===== config.mk =====
export PLATFORM = sky130hd
export DESIGN_NAME = cpuCore
export DESIGN_NICKNAME = d
export VERILOG_FILES = /design/src/rtl/cpuPkg.sv /design/src/rtl/aluUnit.sv /design/src/rtl/controlUnit.sv /design/src/rtl/cpuCore.sv /design/src/rtl/immediateGen.sv /design/src/rtl/registerFile.sv /design/src/rtl/requestUnit.sv
export SDC_FILE = /design/constraint.sdc
export NUM_CORES = 2
export LEC_CHECK = 0
export ABC_AREA = 0
export BUFFER_PORTS_ARGS = -buffer_cell sky130_fd_sc_hd__buf_4
export CAP_MARGIN = 15
export CORE_MARGIN = 2
export CORE_UTILIZATION = 55
export DETAILED_ROUTE_END_ITERATION = 16
export PLACE_DENSITY = 0.71
export SKIP_LAST_GASP = 1
export SLEW_MARGIN = 15
export SYNTH_ARGS = -nofsm -noshare
export SYNTH_HDL_FRONTEND = slang
export SYNTH_SLANG_ARGS = --single-unit

===== constraint.sdc =====
create_clock -name clk -period 20.8 [get_ports clk]
set_clock_uncertainty 0.1 [all_clocks]
set_input_delay 3.12 -clock clk [delete_from_list [all_inputs] [get_ports clk]]
set_output_delay 3.12 -clock clk [all_outputs]
set_load 0.02 [all_outputs]

===== src/rtl/cpuPkg.sv =====
// Shared RV32I encodings and instruction layouts, referenced by scoped name from the core RTL
package cpuPkg;

  // Address and data width of the core and the bus
  localparam int BUS_W = 32;

  // Major opcodes in bits [6:0] of the instruction
  typedef enum logic [6:0] {
    OPC_OP     = 7'b0110011,
    OPC_OPIMM  = 7'b0010011,
    OPC_LOAD   = 7'b0000011,
    OPC_STORE  = 7'b0100011,
    OPC_BRANCH = 7'b1100011,
    OPC_JAL    = 7'b1101111,
    OPC_JALR   = 7'b1100111,
    OPC_LUI    = 7'b0110111,
    OPC_AUIPC  = 7'b0010111
  } opcodeE;

  // Encoded as {funct7[5], funct3} so register ops map straight across
  typedef enum logic [3:0] {
    ALU_ADD  = 4'b0000,
    ALU_SLL  = 4'b0001,
    ALU_SLT  = 4'b0010,
    ALU_SLTU = 4'b0011,
    ALU_XOR  = 4'b0100,
    ALU_SRL  = 4'b0101,
    ALU_OR   = 4'b0110,
    ALU_AND  = 4'b0111,
    ALU_SUB  = 4'b1000,
    ALU_SRA  = 4'b1101
  } aluOpE;

  // Same values as funct3[1:0] of loads and stores
  typedef enum logic [1:0] {
    WIDTH_BYTE = 2'b00,
    WIDTH_HALF = 2'b01,
    WIDTH_WORD = 2'b10
  } widthE;

  // One instruction word seen through each RV32I format
  typedef union packed {
    struct packed {
      logic [6:0] funct7;
      logic [4:0] rs2;
      logic [4:0] rs1;
      logic [2:0] funct3;
      logic [4:0] rd;
      opcodeE     opcode;
    } r;
    struct packed {
      logic [11:0] imm;
      logic [4:0]  rs1;
      logic [2:0]  funct3;
      logic [4:0]  rd;
      opcodeE      opcode;
    } i;
    struct packed {
      logic [6:0] immHi;
      logic [4:0] rs2;
      logic [4:0] rs1;
      logic [2:0] funct3;
      logic [4:0] immLo;
      opcodeE     opcode;
    } s;
    struct packed {
      logic       imm12;
      logic [5:0] imm10to5;
      logic [4:0] rs2;
      logic [4:0] rs1;
      logic [2:0] funct3;
      logic [3:0] imm4to1;
      logic       imm11;
      opcodeE     opcode;
    } b;
    struct packed {
      logic [19:0] imm31to12;
      logic [4:0]  rd;
      opcodeE      opcode;
    } u;
    struct packed {
      logic       imm20;
      logic [9:0] imm10to1;
      logic       imm11;
      logic [7:0] imm19to12;
      logic [4:0] rd;
      opcodeE     opcode;
    } j;
  } instrU;

endpackage


===== src/rtl/aluUnit.sv =====
// Integer ALU for RV32I, result plus flags for the branch decision in the core
module aluUnit (
  input  cpuPkg::aluOpE            aluOp_i,
  input  logic [cpuPkg::BUS_W-1:0] a_i,
  input  logic [cpuPkg::BUS_W-1:0] b_i,
  output logic [cpuPkg::BUS_W-1:0] result_o,
  output logic                     zero_o,
  output logic                     negative_o,
  output logic                     overflow_o
);

  logic [4:0]               shamt;
  logic [cpuPkg::BUS_W-1:0] sum;
  logic [cpuPkg::BUS_W-1:0] diff;

  assign shamt = b_i[4:0];
  assign sum   = a_i + b_i;
  assign diff  = a_i - b_i;

  always_comb begin
    case (aluOp_i)
      cpuPkg::ALU_ADD:  result_o = sum;
      cpuPkg::ALU_SUB:  result_o = diff;
      cpuPkg::ALU_SLL:  result_o = a_i << shamt;
      cpuPkg::ALU_SLT:  result_o = {31'b0, $signed(a_i) < $signed(b_i)};
      cpuPkg::ALU_SLTU: result_o = {31'b0, a_i < b_i};
      cpuPkg::ALU_XOR:  result_o = a_i ^ b_i;
      cpuPkg::ALU_SRL:  result_o = a_i >> shamt;
      cpuPkg::ALU_SRA:  result_o = $signed(a_i) >>> shamt;
      cpuPkg::ALU_OR:   result_o = a_i | b_i;
      cpuPkg::ALU_AND:  result_o = a_i & b_i;
      default:          result_o = '0;
    endcase
  end

  assign zero_o     = (result_o == '0);
  assign negative_o = result_o[cpuPkg::BUS_W-1];

  // Signed overflow, only meaningful for add and sub
  always_comb begin
    case (aluOp_i)
      cpuPkg::ALU_ADD: begin
        overflow_o = (a_i[31] == b_i[31]) && (sum[31] != a_i[31]);
      end
      cpuPkg::ALU_SUB: begin
        overflow_o = (a_i[31] != b_i[31]) && (diff[31] != a_i[31]);
      end
      default: begin
        overflow_o = 1'b0;
      end
    endcase
  end

endmodule


===== src/rtl/controlUnit.sv =====
// Instruction decoder, turns the held instruction word into datapath and memory controls
module controlUnit (
  input  cpuPkg::instrU instr_i,
  output cpuPkg::aluOpE aluOp_o,
  output logic          aluSrc_o,
  output logic          auipc_o,
  output logic          lui_o,
  output logic          regWrite_o,
  output logic          memRead_o,
  output logic          memWrite_o,
  output cpuPkg::widthE width_o,
  output logic          unsigned_o,
  output logic [1:0]    jump_o,
  output logic [2:0]    branch_o
);

  logic [2:0] funct3;
  logic       altOp;
  logic       shiftRight;

  assign funct3     = instr_i.r.funct3;
  assign altOp      = instr_i.r.funct7[5];
  assign shiftRight = (funct3 == 3'b101);

  // Loads and stores share the funct3 width encoding
  always_comb begin
    case (funct3[1:0])
      2'b00:   width_o = cpuPkg::WIDTH_BYTE;
      2'b01:   width_o = cpuPkg::WIDTH_HALF;
      default: width_o = cpuPkg::WIDTH_WORD;
    endcase
  end

  assign unsigned_o = funct3[2];

  always_comb begin
    aluOp_o    = cpuPkg::ALU_ADD;
    aluSrc_o   = 1'b0;
    auipc_o    = 1'b0;
    lui_o      = 1'b0;
    regWrite_o = 1'b0;
    memRead_o  = 1'b0;
    memWrite_o = 1'b0;
    jump_o     = 2'b00;
    branch_o   = 3'b000;
    case (instr_i.r.opcode)
      cpuPkg::OPC_OP: begin
        regWrite_o = 1'b1;
        // Bit 30 only selects sub and sra
        aluOp_o = cpuPkg::aluOpE'({altOp & (shiftRight | (funct3 == 3'b000)), funct3});
      end
      cpuPkg::OPC_OPIMM: begin
        regWrite_o = 1'b1;
        aluSrc_o   = 1'b1;
        aluOp_o    = cpuPkg::aluOpE'({altOp & shiftRight, funct3});
      end
      cpuPkg::OPC_LOAD: begin
        regWrite_o = 1'b1;
        aluSrc_o   = 1'b1;
        memRead_o  = 1'b1;
      end
      cpuPkg::OPC_STORE: begin
        aluSrc_o   = 1'b1;
        memWrite_o = 1'b1;
      end
      cpuPkg::OPC_BRANCH: begin
        // One-hot compare kind: equality, signed less, unsigned less
        if (funct3[2:1] == 2'b11) begin
          aluOp_o  = cpuPkg::ALU_SLTU;
          branch_o = 3'b100;
        end else begin
          aluOp_o  = cpuPkg::ALU_SUB;
          branch_o = funct3[2] ? 3'b010 : 3'b001;
        end
      end
      cpuPkg::OPC_JAL: begin
        regWrite_o = 1'b1;
        jump_o     = 2'b01;
      end
      cpuPkg::OPC_JALR: begin
        regWrite_o = 1'b1;
        aluSrc_o   = 1'b1;
        jump_o     = 2'b10;
      end
      cpuPkg::OPC_LUI: begin
        regWrite_o = 1'b1;
        lui_o      = 1'b1;
      end
      cpuPkg::OPC_AUIPC: begin
        regWrite_o = 1'b1;
        aluSrc_o   = 1'b1;
        auipc_o    = 1'b1;
      end
      default: begin
        regWrite_o = 1'b0;
      end
    endcase
  end

endmodule


===== src/rtl/cpuCore.sv =====
// Multicycle RV32I core top level, one shared bus for fetches, loads and stores
module cpuCore #(
  parameter logic [cpuPkg::BUS_W-1:0] RESET_PC = '0
) (
  input  logic                     clk,
  input  logic                     rstN_i,
  input  logic                     busy_i,
  input  logic [cpuPkg::BUS_W-1:0] busDat_i,
  output logic [cpuPkg::BUS_W-1:0] busDat_o,
  output logic [cpuPkg::BUS_W-1:0] busAdr_o,
  output logic [3:0]               busSel_o,
  output logic                     busWrite_o,
  output logic                     busRead_o
);

  localparam logic [1:0] PH_FETCH = 2'd0;
  localparam logic [1:0] PH_EXEC  = 2'd1;
  localparam logic [1:0] PH_MEM   = 2'd2;

  logic [1:0]               phase;
  logic                     coreRun;
  logic                     fetchSent;
  logic [cpuPkg::BUS_W-1:0] pc;
  cpuPkg::instrU            instrQ;

  cpuPkg::aluOpE            aluOp;
  cpuPkg::widthE            width;
  logic                     aluSrc, auipc, lui, regWrite, memRead, memWrite, isUnsigned;
  logic [1:0]               jump;
  logic [2:0]               branch;

  logic [cpuPkg::BUS_W-1:0] imm, rdata1, rdata2, aluA, aluB, aluResult;
  logic                     aluZero, aluNegative, aluOverflow;
  logic [cpuPkg::BUS_W-1:0] memRdata, pcPlus4, nextPc, wbData;
  logic                     instrReq, dataReq, ihit, dhit;
  logic                     memAccess, complete, branchCond, branchTaken;

  controlUnit uCtrl (
    .instr_i(instrQ), .aluOp_o(aluOp), .aluSrc_o(aluSrc), .auipc_o(auipc),
    .lui_o(lui), .regWrite_o(regWrite), .memRead_o(memRead), .memWrite_o(memWrite),
    .width_o(width), .unsigned_o(isUnsigned), .jump_o(jump), .branch_o(branch)
  );

  immediateGen uImm (.instr_i(instrQ), .imm_o(imm));

  assign aluA = auipc ? pc : rdata1;
  assign aluB = aluSrc ? imm : rdata2;

  aluUnit uAlu (
    .aluOp_i(aluOp), .a_i(aluA), .b_i(aluB), .result_o(aluResult),
    .zero_o(aluZero), .negative_o(aluNegative), .overflow_o(aluOverflow)
  );

  registerFile uRegs (
    .clk(clk), .rstN_i(rstN_i), .we_i(regWrite & complete),
    .rs1_i(instrQ.r.rs1), .rs2_i(instrQ.r.rs2), .rd_i(instrQ.r.rd),
    .wdata_i(wbData), .rdata1_o(rdata1), .rdata2_o(rdata2)
  );

  requestUnit uReq (
    .clk(clk), .rstN_i(rstN_i), .instrReq_i(instrReq), .instrAdr_i(pc),
    .dataReq_i(dataReq), .dataWrite_i(memWrite), .dataAdr_i(aluResult),
    .dataWdata_i(rdata2), .width_i(width), .unsigned_i(isUnsigned),
    .ihit_o(ihit), .dhit_o(dhit), .rdata_o(memRdata),
    .busy_i(busy_i), .busDat_i(busDat_i), .busDat_o(busDat_o), .busAdr_o(busAdr_o),
    .busSel_o(busSel_o), .busWrite_o(busWrite_o), .busRead_o(busRead_o)
  );

  // One fetch strobe per FETCH phase, starting one edge after reset
  assign instrReq  = coreRun && (phase == PH_FETCH) && !fetchSent;
  assign memAccess = memRead | memWrite;
  assign dataReq   = (phase == PH_EXEC) && memAccess;
  assign complete  = ((phase == PH_EXEC) && !memAccess) || ((phase == PH_MEM) && dhit);

  // Signed less from N xor V, unsigned less from the sltu result
  always_comb begin
    if (branch[0]) begin
      branchCond = aluZero;
    end else if (branch[1]) begin
      branchCond = aluNegative ^ aluOverflow;
    end else begin
      branchCond = !aluZero;
    end
  end

  // funct3[0] inverts the sense: bne, bge, bgeu
  assign branchTaken = (|branch) && (branchCond ^ instrQ.b.funct3[0]);
  assign pcPlus4     = pc + 32'd4;

  always_comb begin
    if (jump[1]) begin
      nextPc = {aluResult[cpuPkg::BUS_W-1:1], 1'b0};
    end else if (jump[0] || branchTaken) begin
      nextPc = pc + imm;
    end else begin
      nextPc = pcPlus4;
    end
  end

  always_comb begin
    if (|jump) begin
      wbData = pcPlus4;
    end else if (memRead) begin
      wbData = memRdata;
    end else if (lui) begin
      wbData = imm;
    end else begin
      wbData = aluResult;
    end
  end

  always_ff @(posedge clk or negedge rstN_i) begin
    if (!rstN_i) begin
      phase     <= PH_FETCH;
      pc        <= RESET_PC;
      fetchSent <= 1'b0;
      coreRun   <= 1'b0;
    end else begin
      coreRun <= 1'b1;
      case (phase)
        PH_FETCH: begin
          if (ihit) begin
            fetchSent <= 1'b0;
            phase     <= PH_EXEC;
          end else if (instrReq) begin
            fetchSent <= 1'b1;
          end
        end
        PH_EXEC: phase <= memAccess ? PH_MEM : PH_FETCH;
        PH_MEM: begin
          if (dhit) begin
            phase <= PH_FETCH;
          end
        end
        default: phase <= PH_FETCH;
      endcase
      if (complete) begin
        pc <= nextPc;
      end
    end
  end

  always_ff @(posedge clk) begin
    if (ihit) begin
      instrQ <= memRdata;
    end
  end

endmodule


===== src/rtl/immediateGen.sv =====
// Immediate generator, builds the sign-extended immediate of the held instruction
module immediateGen (
  input  cpuPkg::instrU            instr_i,
  output logic [cpuPkg::BUS_W-1:0] imm_o
);

  always_comb begin
    case (instr_i.r.opcode)
      cpuPkg::OPC_OPIMM, cpuPkg::OPC_LOAD, cpuPkg::OPC_JALR: begin
        imm_o = {{20{instr_i.i.imm[11]}}, instr_i.i.imm};
      end
      cpuPkg::OPC_STORE: begin
        imm_o = {{20{instr_i.s.immHi[6]}}, instr_i.s.immHi, instr_i.s.immLo};
      end
      cpuPkg::OPC_BRANCH: begin
        // Branch offsets are in halfwords
        imm_o = {{19{instr_i.b.imm12}}, instr_i.b.imm12, instr_i.b.imm11,
                 instr_i.b.imm10to5, instr_i.b.imm4to1, 1'b0};
      end
      cpuPkg::OPC_LUI, cpuPkg::OPC_AUIPC: begin
        imm_o = {instr_i.u.imm31to12, 12'b0};
      end
      cpuPkg::OPC_JAL: begin
        imm_o = {{11{instr_i.j.imm20}}, instr_i.j.imm20, instr_i.j.imm19to12,
                 instr_i.j.imm11, instr_i.j.imm10to1, 1'b0};
      end
      default: begin
        imm_o = '0;
      end
    endcase
  end

endmodule


===== src/rtl/registerFile.sv =====
// Integer register file with two asynchronous reads, one clocked write and x0 fixed at zero
module registerFile (
  input  logic                     clk,
  input  logic                     rstN_i,
  input  logic                     we_i,
  input  logic [4:0]               rs1_i,
  input  logic [4:0]               rs2_i,
  input  logic [4:0]               rd_i,
  input  logic [cpuPkg::BUS_W-1:0] wdata_i,
  output logic [cpuPkg::BUS_W-1:0] rdata1_o,
  output logic [cpuPkg::BUS_W-1:0] rdata2_o
);

  logic [cpuPkg::BUS_W-1:0] regs [32];

  // x0 keeps its reset value because writes to it are dropped
  always_ff @(posedge clk or negedge rstN_i) begin
    if (!rstN_i) begin
      for (int idx = 0; idx < 32; idx++) begin
        regs[idx] <= '0;
      end
    end else if (we_i && (rd_i != 5'd0)) begin
      regs[rd_i] <= wdata_i;
    end
  end

  assign rdata1_o = regs[rs1_i];
  assign rdata2_o = regs[rs2_i];

endmodule


===== src/rtl/requestUnit.sv =====
// Bus request unit, puts one fetch or data access at a time on the bus and signals its completion
module requestUnit (
  input  logic                     clk,
  input  logic                     rstN_i,
  input  logic                     instrReq_i,
  input  logic [cpuPkg::BUS_W-1:0] instrAdr_i,
  input  logic                     dataReq_i,
  input  logic                     dataWrite_i,
  input  logic [cpuPkg::BUS_W-1:0] dataAdr_i,
  input  logic [cpuPkg::BUS_W-1:0] dataWdata_i,
  input  cpuPkg::widthE            width_i,
  input  logic                     unsigned_i,
  output logic                     ihit_o,
  output logic                     dhit_o,
  output logic [cpuPkg::BUS_W-1:0] rdata_o,
  input  logic                     busy_i,
  input  logic [cpuPkg::BUS_W-1:0] busDat_i,
  output logic [cpuPkg::BUS_W-1:0] busDat_o,
  output logic [cpuPkg::BUS_W-1:0] busAdr_o,
  output logic [3:0]               busSel_o,
  output logic                     busWrite_o,
  output logic                     busRead_o
);

  logic                     start;
  logic                     done;
  logic                     pendQ;
  logic                     sawBusyQ;
  logic                     isDataQ;
  logic                     unsignedQ;
  logic [1:0]               laneQ;
  cpuPkg::widthE            reqWidth;
  cpuPkg::widthE            widthQ;
  logic [cpuPkg::BUS_W-1:0] reqAdr;
  logic [cpuPkg::BUS_W-1:0] reqDat;
  logic [3:0]               reqSel;
  logic [cpuPkg::BUS_W-1:0] adrQ;
  logic [cpuPkg::BUS_W-1:0] datQ;
  logic [3:0]               selQ;
  logic [4:0]               shiftAmt;
  logic [cpuPkg::BUS_W-1:0] shifted;

  // Strobes go out in the same cycle as the request
  assign start      = instrReq_i | dataReq_i;
  assign busRead_o  = instrReq_i | (dataReq_i & ~dataWrite_i);
  assign busWrite_o = ~instrReq_i & dataReq_i & dataWrite_i;

  assign reqAdr   = instrReq_i ? instrAdr_i : dataAdr_i;
  assign reqWidth = instrReq_i ? cpuPkg::WIDTH_WORD : width_i;

  // Lane select and replicated write data
  always_comb begin
    case (reqWidth)
      cpuPkg::WIDTH_BYTE: begin
        reqSel = 4'b0001 << reqAdr[1:0];
        reqDat = {4{dataWdata_i[7:0]}};
      end
      cpuPkg::WIDTH_HALF: begin
        reqSel = reqAdr[1] ? 4'b1100 : 4'b0011;
        reqDat = {2{dataWdata_i[15:0]}};
      end
      default: begin
        reqSel = 4'b1111;
        reqDat = dataWdata_i;
      end
    endcase
  end

  // Held copies keep the bus stable until busy falls
  assign busAdr_o = start ? {reqAdr[cpuPkg::BUS_W-1:2], 2'b00} : adrQ;
  assign busSel_o = start ? reqSel : selQ;
  assign busDat_o = start ? reqDat : datQ;

  always_ff @(posedge clk) begin
    if (start) begin
      adrQ      <= {reqAdr[cpuPkg::BUS_W-1:2], 2'b00};
      selQ      <= reqSel;
      datQ      <= reqDat;
      laneQ     <= reqAdr[1:0];
      widthQ    <= reqWidth;
      unsignedQ <= unsigned_i;
      isDataQ   <= ~instrReq_i;
    end
  end

  // Completion is the first low busy after it has been high
  always_ff @(posedge clk or negedge rstN_i) begin
    if (!rstN_i) begin
      pendQ    <= 1'b0;
      sawBusyQ <= 1'b0;
    end else if (start) begin
      pendQ    <= 1'b1;
      sawBusyQ <= 1'b0;
    end else if (done) begin
      pendQ    <= 1'b0;
      sawBusyQ <= 1'b0;
    end else if (pendQ && busy_i) begin
      sawBusyQ <= 1'b1;
    end
  end

  assign done   = pendQ & sawBusyQ & ~busy_i;
  assign ihit_o = done & ~isDataQ;
  assign dhit_o = done & isDataQ;

  // Move the addressed lane down, then extend
  always_comb begin
    case (widthQ)
      cpuPkg::WIDTH_BYTE: shiftAmt = {laneQ, 3'b000};
      cpuPkg::WIDTH_HALF: shiftAmt = {laneQ[1], 4'b0000};
      default:            shiftAmt = 5'd0;
    endcase
  end

  assign shifted = busDat_i >> shiftAmt;

  always_comb begin
    case (widthQ)
      cpuPkg::WIDTH_BYTE: rdata_o = {{24{~unsignedQ & shifted[7]}}, shifted[7:0]};
      cpuPkg::WIDTH_HALF: rdata_o = {{16{~unsignedQ & shifted[15]}}, shifted[15:0]};
      default:            rdata_o = busDat_i;
    endcase
  end

endmodule


### Word level (Yosys, flattened, before mapping)

Index checks and enable logic that the tools add are counted.

* equal/unequal tests: 31
* muxes and demuxes: 55
* magnitude comparators: 6
* shift operators: 5
* reduce and logical (&&, ||, !) cells: 35
* bitwise logic cells: 29
* add/subtract/negate cells: 4

Operators with widths (count)
* bitwise mux 1024 bit: 1
* 2-to-1 mux 32 bit: 15
* binary-select mux 32 bit (select 5 bit): 2
* one-hot mux 32 bit (10 select lines): 1
* demux 32 bit (select 5 bit): 1
* one-hot mux 32 bit (5 select lines): 1
* one-hot mux 32 bit (2 select lines): 2
* adder 32 bit: 2
* < comparator 32 bit: 2
* adder 32 x 3 -> 32 bit, second input constant: 1
* bitwise AND 32 bit: 1
* logical NOT 32 bit: 1
* OR 32 bit: 1
* << shifter 32 x 5 -> 32 bit: 1
* >> shifter 32 x 5 -> 16 bit: 1
* >> shifter 32 x 5 -> 32 bit: 1
* >>> shifter 32 x 5 -> 32 bit: 1
* subtractor 32 bit: 1
* XOR 32 bit: 1
* == test 7 x 6 -> 1 bit, second input constant: 3
* == test 7 bit, second input constant: 3
* greater-or-equal comparator 6 bit, second input constant: 3
* NOT 5 -> 6 bit: 3
* == test 4 x 3 -> 1 bit, second input constant: 4
* other kinds (41): 112

* input bits: 35
* output and inout port bits: 70
* logic and storage cells: 211
* register bits: 1168

### Depth between registers and ports, before layout

* depth after elaboration: 17
* gate-level depth with buffers: 36
* mapped depth without buffers: 26

### By module

A second synthesis with hierarchy kept.

* cells, all modules: 7324
* area, all modules: 77006.4 µm²

Modules (own cells, without submodules)
* registerFile: sequential area each 25624.6 µm², times used 1, cells an instance 4601, area each 55942.4 µm²
* aluUnit: sequential area each 0.0 µm², times used 1, cells an instance 1322, area each 9233.9 µm²
* cpuCore: sequential area each 1861.8 µm², times used 1, cells an instance 807, area each 7021.7 µm²
* requestUnit: sequential area each 1591.5 µm², times used 1, cells an instance 468, area each 3970.1 µm²
* immediateGen: sequential area each 0.0 µm², times used 1, cells an instance 79, area each 546.8 µm²
* controlUnit: sequential area each 0.0 µm², times used 1, cells an instance 47, area each 291.5 µm²

### Worst setup path before layout

OpenSTA, ideal clock, no wires.

* path type: flip-flop to output port
* from: register instrQ[20] in the netlist's numbering
* to: output busSel_o[1]
* stages on the path, launching flop included: 33
* path slack: 10.164 ns
* path buffers: 9
* arrival: 7.416 ns
* data required time: 17.580 ns
* path through: edfxtp_1 > buf_6 > buf_6 > buf_6 > buf_6 > buf_6 > buf_1 > clkbuf_1 > buf_1 > mux4_2 > mux4_2 > mux2i_1 > nand2_1 > o21a_1 > ha_1 > clkbuf_1 > nor2_1 > a221oi_1 > nor2_1 > nor2_1 > nor2_1 > a21oi_1 > a31oi_1 > a211oi_1 > a2111oi_0 > o311a_1 > o31ai_1 > nor2_1 > a21oi_1 > nor2_1 > nor2_1 > nor3_1 > nor2_1

* longest elaborated chain between the ends: 11
* elaborated cells on any way between the ends: 22
* classes of those cells: add/sub: 2; order compare: 2; shift: 4; mux: 10; bitwise: 4

Ends and longest elaborated chain
* start: declaration: RTL line cpuCore.sv:24 `cpuPkg::instrU instrQ;`
* start signal: assignment: RTL line cpuCore.sv:145 `instrQ <= memRdata;`
* NOT 5 -> 6 bit (implied by the code): RTL line registerFile.sv:28 `assign rdata2_o = regs[rs2_i];`
* binary-select mux 32 bit (select 5 bit): RTL line registerFile.sv:28
* 2-to-1 mux 32 bit (implied by the code) (2 in series): RTL line registerFile.sv:28
* 2-to-1 mux 32 bit *: RTL line cpuCore.sv:47 `assign aluB = aluSrc ? imm : rdata2;`
* subtractor 32 bit (tied with other cells): RTL line aluUnit.sv:18 `assign diff = a_i - b_i;`
* one-hot mux 32 bit (10 select lines) *: RTL line aluUnit.sv:21 `case (aluOp_i)`
* 2-to-1 mux 32 bit *: RTL line requestUnit.sv:48 `assign reqAdr = instrReq_i ? instrAdr_i : dataAdr_i;`
* net uReq.reqAdr (one bit): RTL line requestUnit.sv:34 `logic [cpuPkg::BUS_W-1:0] reqAdr;`
* << shifter 1 x 2 -> 4 bit *: RTL line requestUnit.sv:55 `reqSel = 4'b0001 << reqAdr[1:0];`
* one-hot mux 4 bit (2 select lines) *: RTL line requestUnit.sv:53 `case (reqWidth)`
* 2-to-1 mux 4 bit *: RTL line requestUnit.sv:71 `assign busSel_o = start ? reqSel : selQ;`
* end: declaration: RTL line cpuCore.sv:11 `output logic [3:0] busSel_o,`

Mark *: on every way through the listed nets, which the timed path passes. The rest lies on a longest branch. The select of a mux whose other input is x is not followed.

### Worst setup path after layout

* from: register instrQ[20] in the netlist's numbering
* to: output busAdr_o[31] in the netlist's numbering

* longest elaborated chain between the ends: 9
* elaborated cells on any way between the ends: 17
* classes of those cells: add/sub: 2; shift: 3; mux: 8; bitwise: 4

Ends and longest elaborated chain
* NOT 5 -> 6 bit (implied by the code): RTL line registerFile.sv:28
* binary-select mux 32 bit (select 5 bit): RTL line registerFile.sv:28
* 2-to-1 mux 32 bit (implied by the code) (2 in series): RTL line registerFile.sv:28
* 2-to-1 mux 32 bit *: RTL line cpuCore.sv:47
* subtractor 32 bit (tied with other cells): RTL line aluUnit.sv:18
* one-hot mux 32 bit (10 select lines) *: RTL line aluUnit.sv:21
* 2-to-1 mux 32 bit *: RTL line requestUnit.sv:48
* 2-to-1 mux 32 bit *: RTL line requestUnit.sv:70 `assign busAdr_o = start ? {reqAdr[cpuPkg::BUS_W-1:2], 2'b00} : adrQ;`
* end: declaration: RTL line cpuCore.sv:10 `output logic [cpuPkg::BUS_W-1:0] busAdr_o,`

Every way passes the cells marked *; elsewhere a longest branch is shown, timed or not. The select of a mux whose other input is x is not followed.

==> results_dict.tcl <==
set metrics [dict create \
    outcome "complete, no violations" \
    clk_pin_slew_ps 60 \
    period_share_pct 64.9 \
    cts-htree-levels 4 \
    design_area_um2 78600 \
    stdcell_count 9148 \
    cts_root_buf "clkbuf_16" \
    maxSlewHeadroom_pct 4.94 \
    synth_top_area_share_pct 37.0 \
    antenna_found_initial 14 \
    grt_pass1_vias 60600 \
    cp.depth 21 \
    synth_area_leader_cell "dfrtp_1" \
    postCtsResizedCells 0 \
    startpoint "instrQ[20]" \
    worstPathRequired_ps 17580 \
    async_flop_share_pct 90.9 \
    critPathKind "flip-flop to output pin" \
    critical_path.n_buffers_inverters 3 \
    final_common_cell "nand2_1" \
    syn-mean-instance-area_um2 9.46 \
    hold_buffers 0 \
    ys_types 109 \
    overflow 0 \
    tightest_slew_ps 1410 \
    drt-vias-per-instance 6.99 \
    worst_path_largest_cell_delay_ps 870 \
    min_path_type "flip-flop to flip-flop" \
    crit_end "busAdr_o[31]" \
    die_x_um 365 \
    fp.dieH_um 365 \
    start_kind "flip-flop" \
    critPathTopFamily "compound AO/OA/AOI/OAI gates" \
    mappedNetlistArea_um2 71800 \
    cts_setup_buffers 0 \
    cts_sinks 1168 \
    vias 64000 \
    grt_pass1_wl_um 418000 \
    fmax_ghz 0.0741 \
    cts_tree "yes" \
    start_util_pct 55.4 \
    cts_max_path_buffers 3 \
    power_density_nw_per_um2 61.2 \
    synth_warnings 0 \
    drive_gt1_share_pct 14.0 \
    place_congestion 1.06 \
    rr_startpoint "instrQ[20]" \
    place.port_buffers 104 \
    path_max_fanout 96 \
    dr.pass1.iters 8 \
    hold_viol 0 \
    wl_um 287000 \
    power.leakage_nw 34.4 \
    rows 132 \
    synthTopCellsByArea "dfrtp_1, mux4_2, mux2i_1, o21ai_0, nand2_1" \
    dpl_cell_area_um2 73900 \
    cp_cell_sequence "buf_12 -> buf_12 -> mux4_2 -> mux4_2 -> mux2i_1 -> a21oi_1 -> ha_1 -> nand2b_1 -> o311ai_0 -> a221oi_1 -> o221ai_1 -> o311ai_0 -> a31oi_1 -> a21oi_1 -> nor2_1 -> o41ai_1 -> a221oi_1 -> o21ai_1 -> nand2_1 -> nand2_1 -> buf_4" \
    r2r_slack_ps 9270 \
    clock_latency_ps 810 \
    layout_common_cells "nand2_1, o21ai_0, dfrtp_1" \
    ys_dominant_reg_cell "dfrtp_1" \
    num_io_pins 105 \
    worst_setup_path_end_kind "output pin" \
    grtUsageTotal_pct 42.9 \
    drtAntennaViolNets 0 \
    post-route-min-period_ps 13500 \
    cap_violations 0 \
    drc 0 \
    fillers 11000 \
    wl_per_cell_um 31.4 \
    dp_hpwl_um 186000 \
    numCtsBuffers 130 \
    power_w 0.00481 \
    irDropWorstVdd_uv 86.8 \
    setup_violations 0 \
    drtIter0Drc 8706 \
    synth-seq-cells 1168 \
    fin_nets 7466 \
    pre_cts_ws_ps 8500 \
    fp.dieArea_um2 133000 \
    synth_nets 7752 \
    cp.arrival_ps 10280 \
    cp_slowest_cell "mux2i_1" \
    grt_setup_unrepaired "false" \
    setup_ws_ps 7300 \
    slew_viol_final 0 \
    area_delta_synth_final_pct 9.48 \
    coreArea_um2 129000 \
    r2r-end "pc[19]" \
    place_inst 8904 \
    reg2reg_depth 24 \
    synthCells 7583 \
    fin_tns_setup_ps 0 \
    synth_edf_count 38 \
    grt_max_degree 182 \
    ys_seq_area_share_pct 40.5 \
]
cell type report:
cell class | count | area [um^2] | area share [%]
Multi-Input combinational cell | 5579 | 39900 | 50.7
Inverter | 124 | 478 | 0.608
Tap cell | 1742 | 2180 | 2.77
Clock buffer | 191 | 3910 | 4.97
Clock inverter | 46 | 673 | 0.857
Antenna cell | 4 | 10.0 | 0.0127
Sequential cell | 1168 | 29100 | 37.0
Timing Repair Buffer | 294 | 2380 | 3.03
worst min path at each step:
stage,start,endpoint,slack [ps],cells past startpoint
after floorplan,uRegs.regs[1000],uRegs.regs[1000],350,1
after global placement,uRegs.regs[1014],uRegs.regs[1014],280,0
after detailed placement,uRegs.regs[1016],uRegs.regs[1016],280,0
after CTS,uRegs.regs[1014],uRegs.regs[1014],300,0
after global routing,uRegs.regs[1019],uRegs.regs[1019],310,0
final,uRegs.regs[1016],uRegs.regs[1016],300,0
registers in the layout, summed over array words and instances (netlist names):
| register | count |
|---|---|
| uReq.adrQ | 32 |
| uReq.unsignedQ | 1 |
| phase | 2 |
| fetchSent | 1 |
| instrQ | 32 |
| uReq.datQ | 32 |
| uReq.isDataQ | 1 |
| uReq.widthQ | 2 |
| pc | 32 |
| uReq.selQ | 4 |
| uReq.laneQ | 2 |
| coreRun | 1 |
| uReq.sawBusyQ | 1 |
| uReq.pendQ | 1 |
| uRegs.regs | 1024 |
layer usage:
layer / vias to the layer above / part of all wire (%) / wire, um / track usage, %
met3: 990 / 12 / 35300 / 12.8
met4: 10 / 6.4 / 18500 / 24.3
met5: - / 0.022 / 64 / 0
met1: 31800 / 39 / 111000 / 57.9
li1: 27000 / - / - / -
met2: 4160 / 42 / 122000 / 61.6
cells by family (layout without fill, tap and decap cells):
kind of cell,Yosys count,in the layout,synth area share [%]
compound gates,2233,2233,18.9
xor+xnor,61,61,0.745
fa+ha+maj,134,134,2.37
buf+inv,836,655,4.82
flops,1168,1168,40.5
mux,1059,1059,20.3
other cells,1,5,0.00523
simple gates,2091,2091,12.3
per-stage QoR:
step / hold slack [ps] / util [%]
floorplan: 345 / -
global placement: 281 / 57.0
detailed placement: 284 / 57.0
CTS: 300 / 60.6
global route: 307 / 60.7
finish: 298 / 60.7
synth_stat cells (41+ instances only):
library cell and instances:
a211oi_1 41, a21oi_1 235, a221oi_1 54, a22oi_1 299
a31oi_1 47, and3_1 41, buf_1 63, buf_2 81
clkbuf_1 534, dfrtp_1 1062, dfxtp_1 68, ha_1 131
inv_1 120, mux2_2 76, mux2i_1 670, mux4_2 310
nand2_1 1317, nand3_1 132, nor2_1 345, nor3_1 59
o211ai_1 43, o21ai_0 1145, o22ai_1 49, xnor2_1 41
power by group:
group	internal, W	switching, W
Clock	0.00144	0.00102
Sequential	0.00228	0.000000432
Combinational	0.00000887	0.0000514
Total	0.00373	0.00107
worst reg2reg max path, stage by stage (launching register included):
cell and delay (ps):
edfxtp_1 460, buf_12 550, buf_12 670, mux4_2 790
mux4_2 520, mux2i_1 870, a21oi_1 250, ha_1 530
nand2b_1 180, o311ai_0 190, a221oi_1 520, o221ai_1 350
o311ai_0 820, a31oi_1 240, a21oi_1 440, nor2_1 90
o41ai_1 570, a221oi_1 200, o21ai_1 800, nor3_1 140
o21ba_2 260, or4_4 650, nand3_4 510, mux2i_1 460
a221oi_1 150
Note: power is estimated with default switching activity, not from simulation.
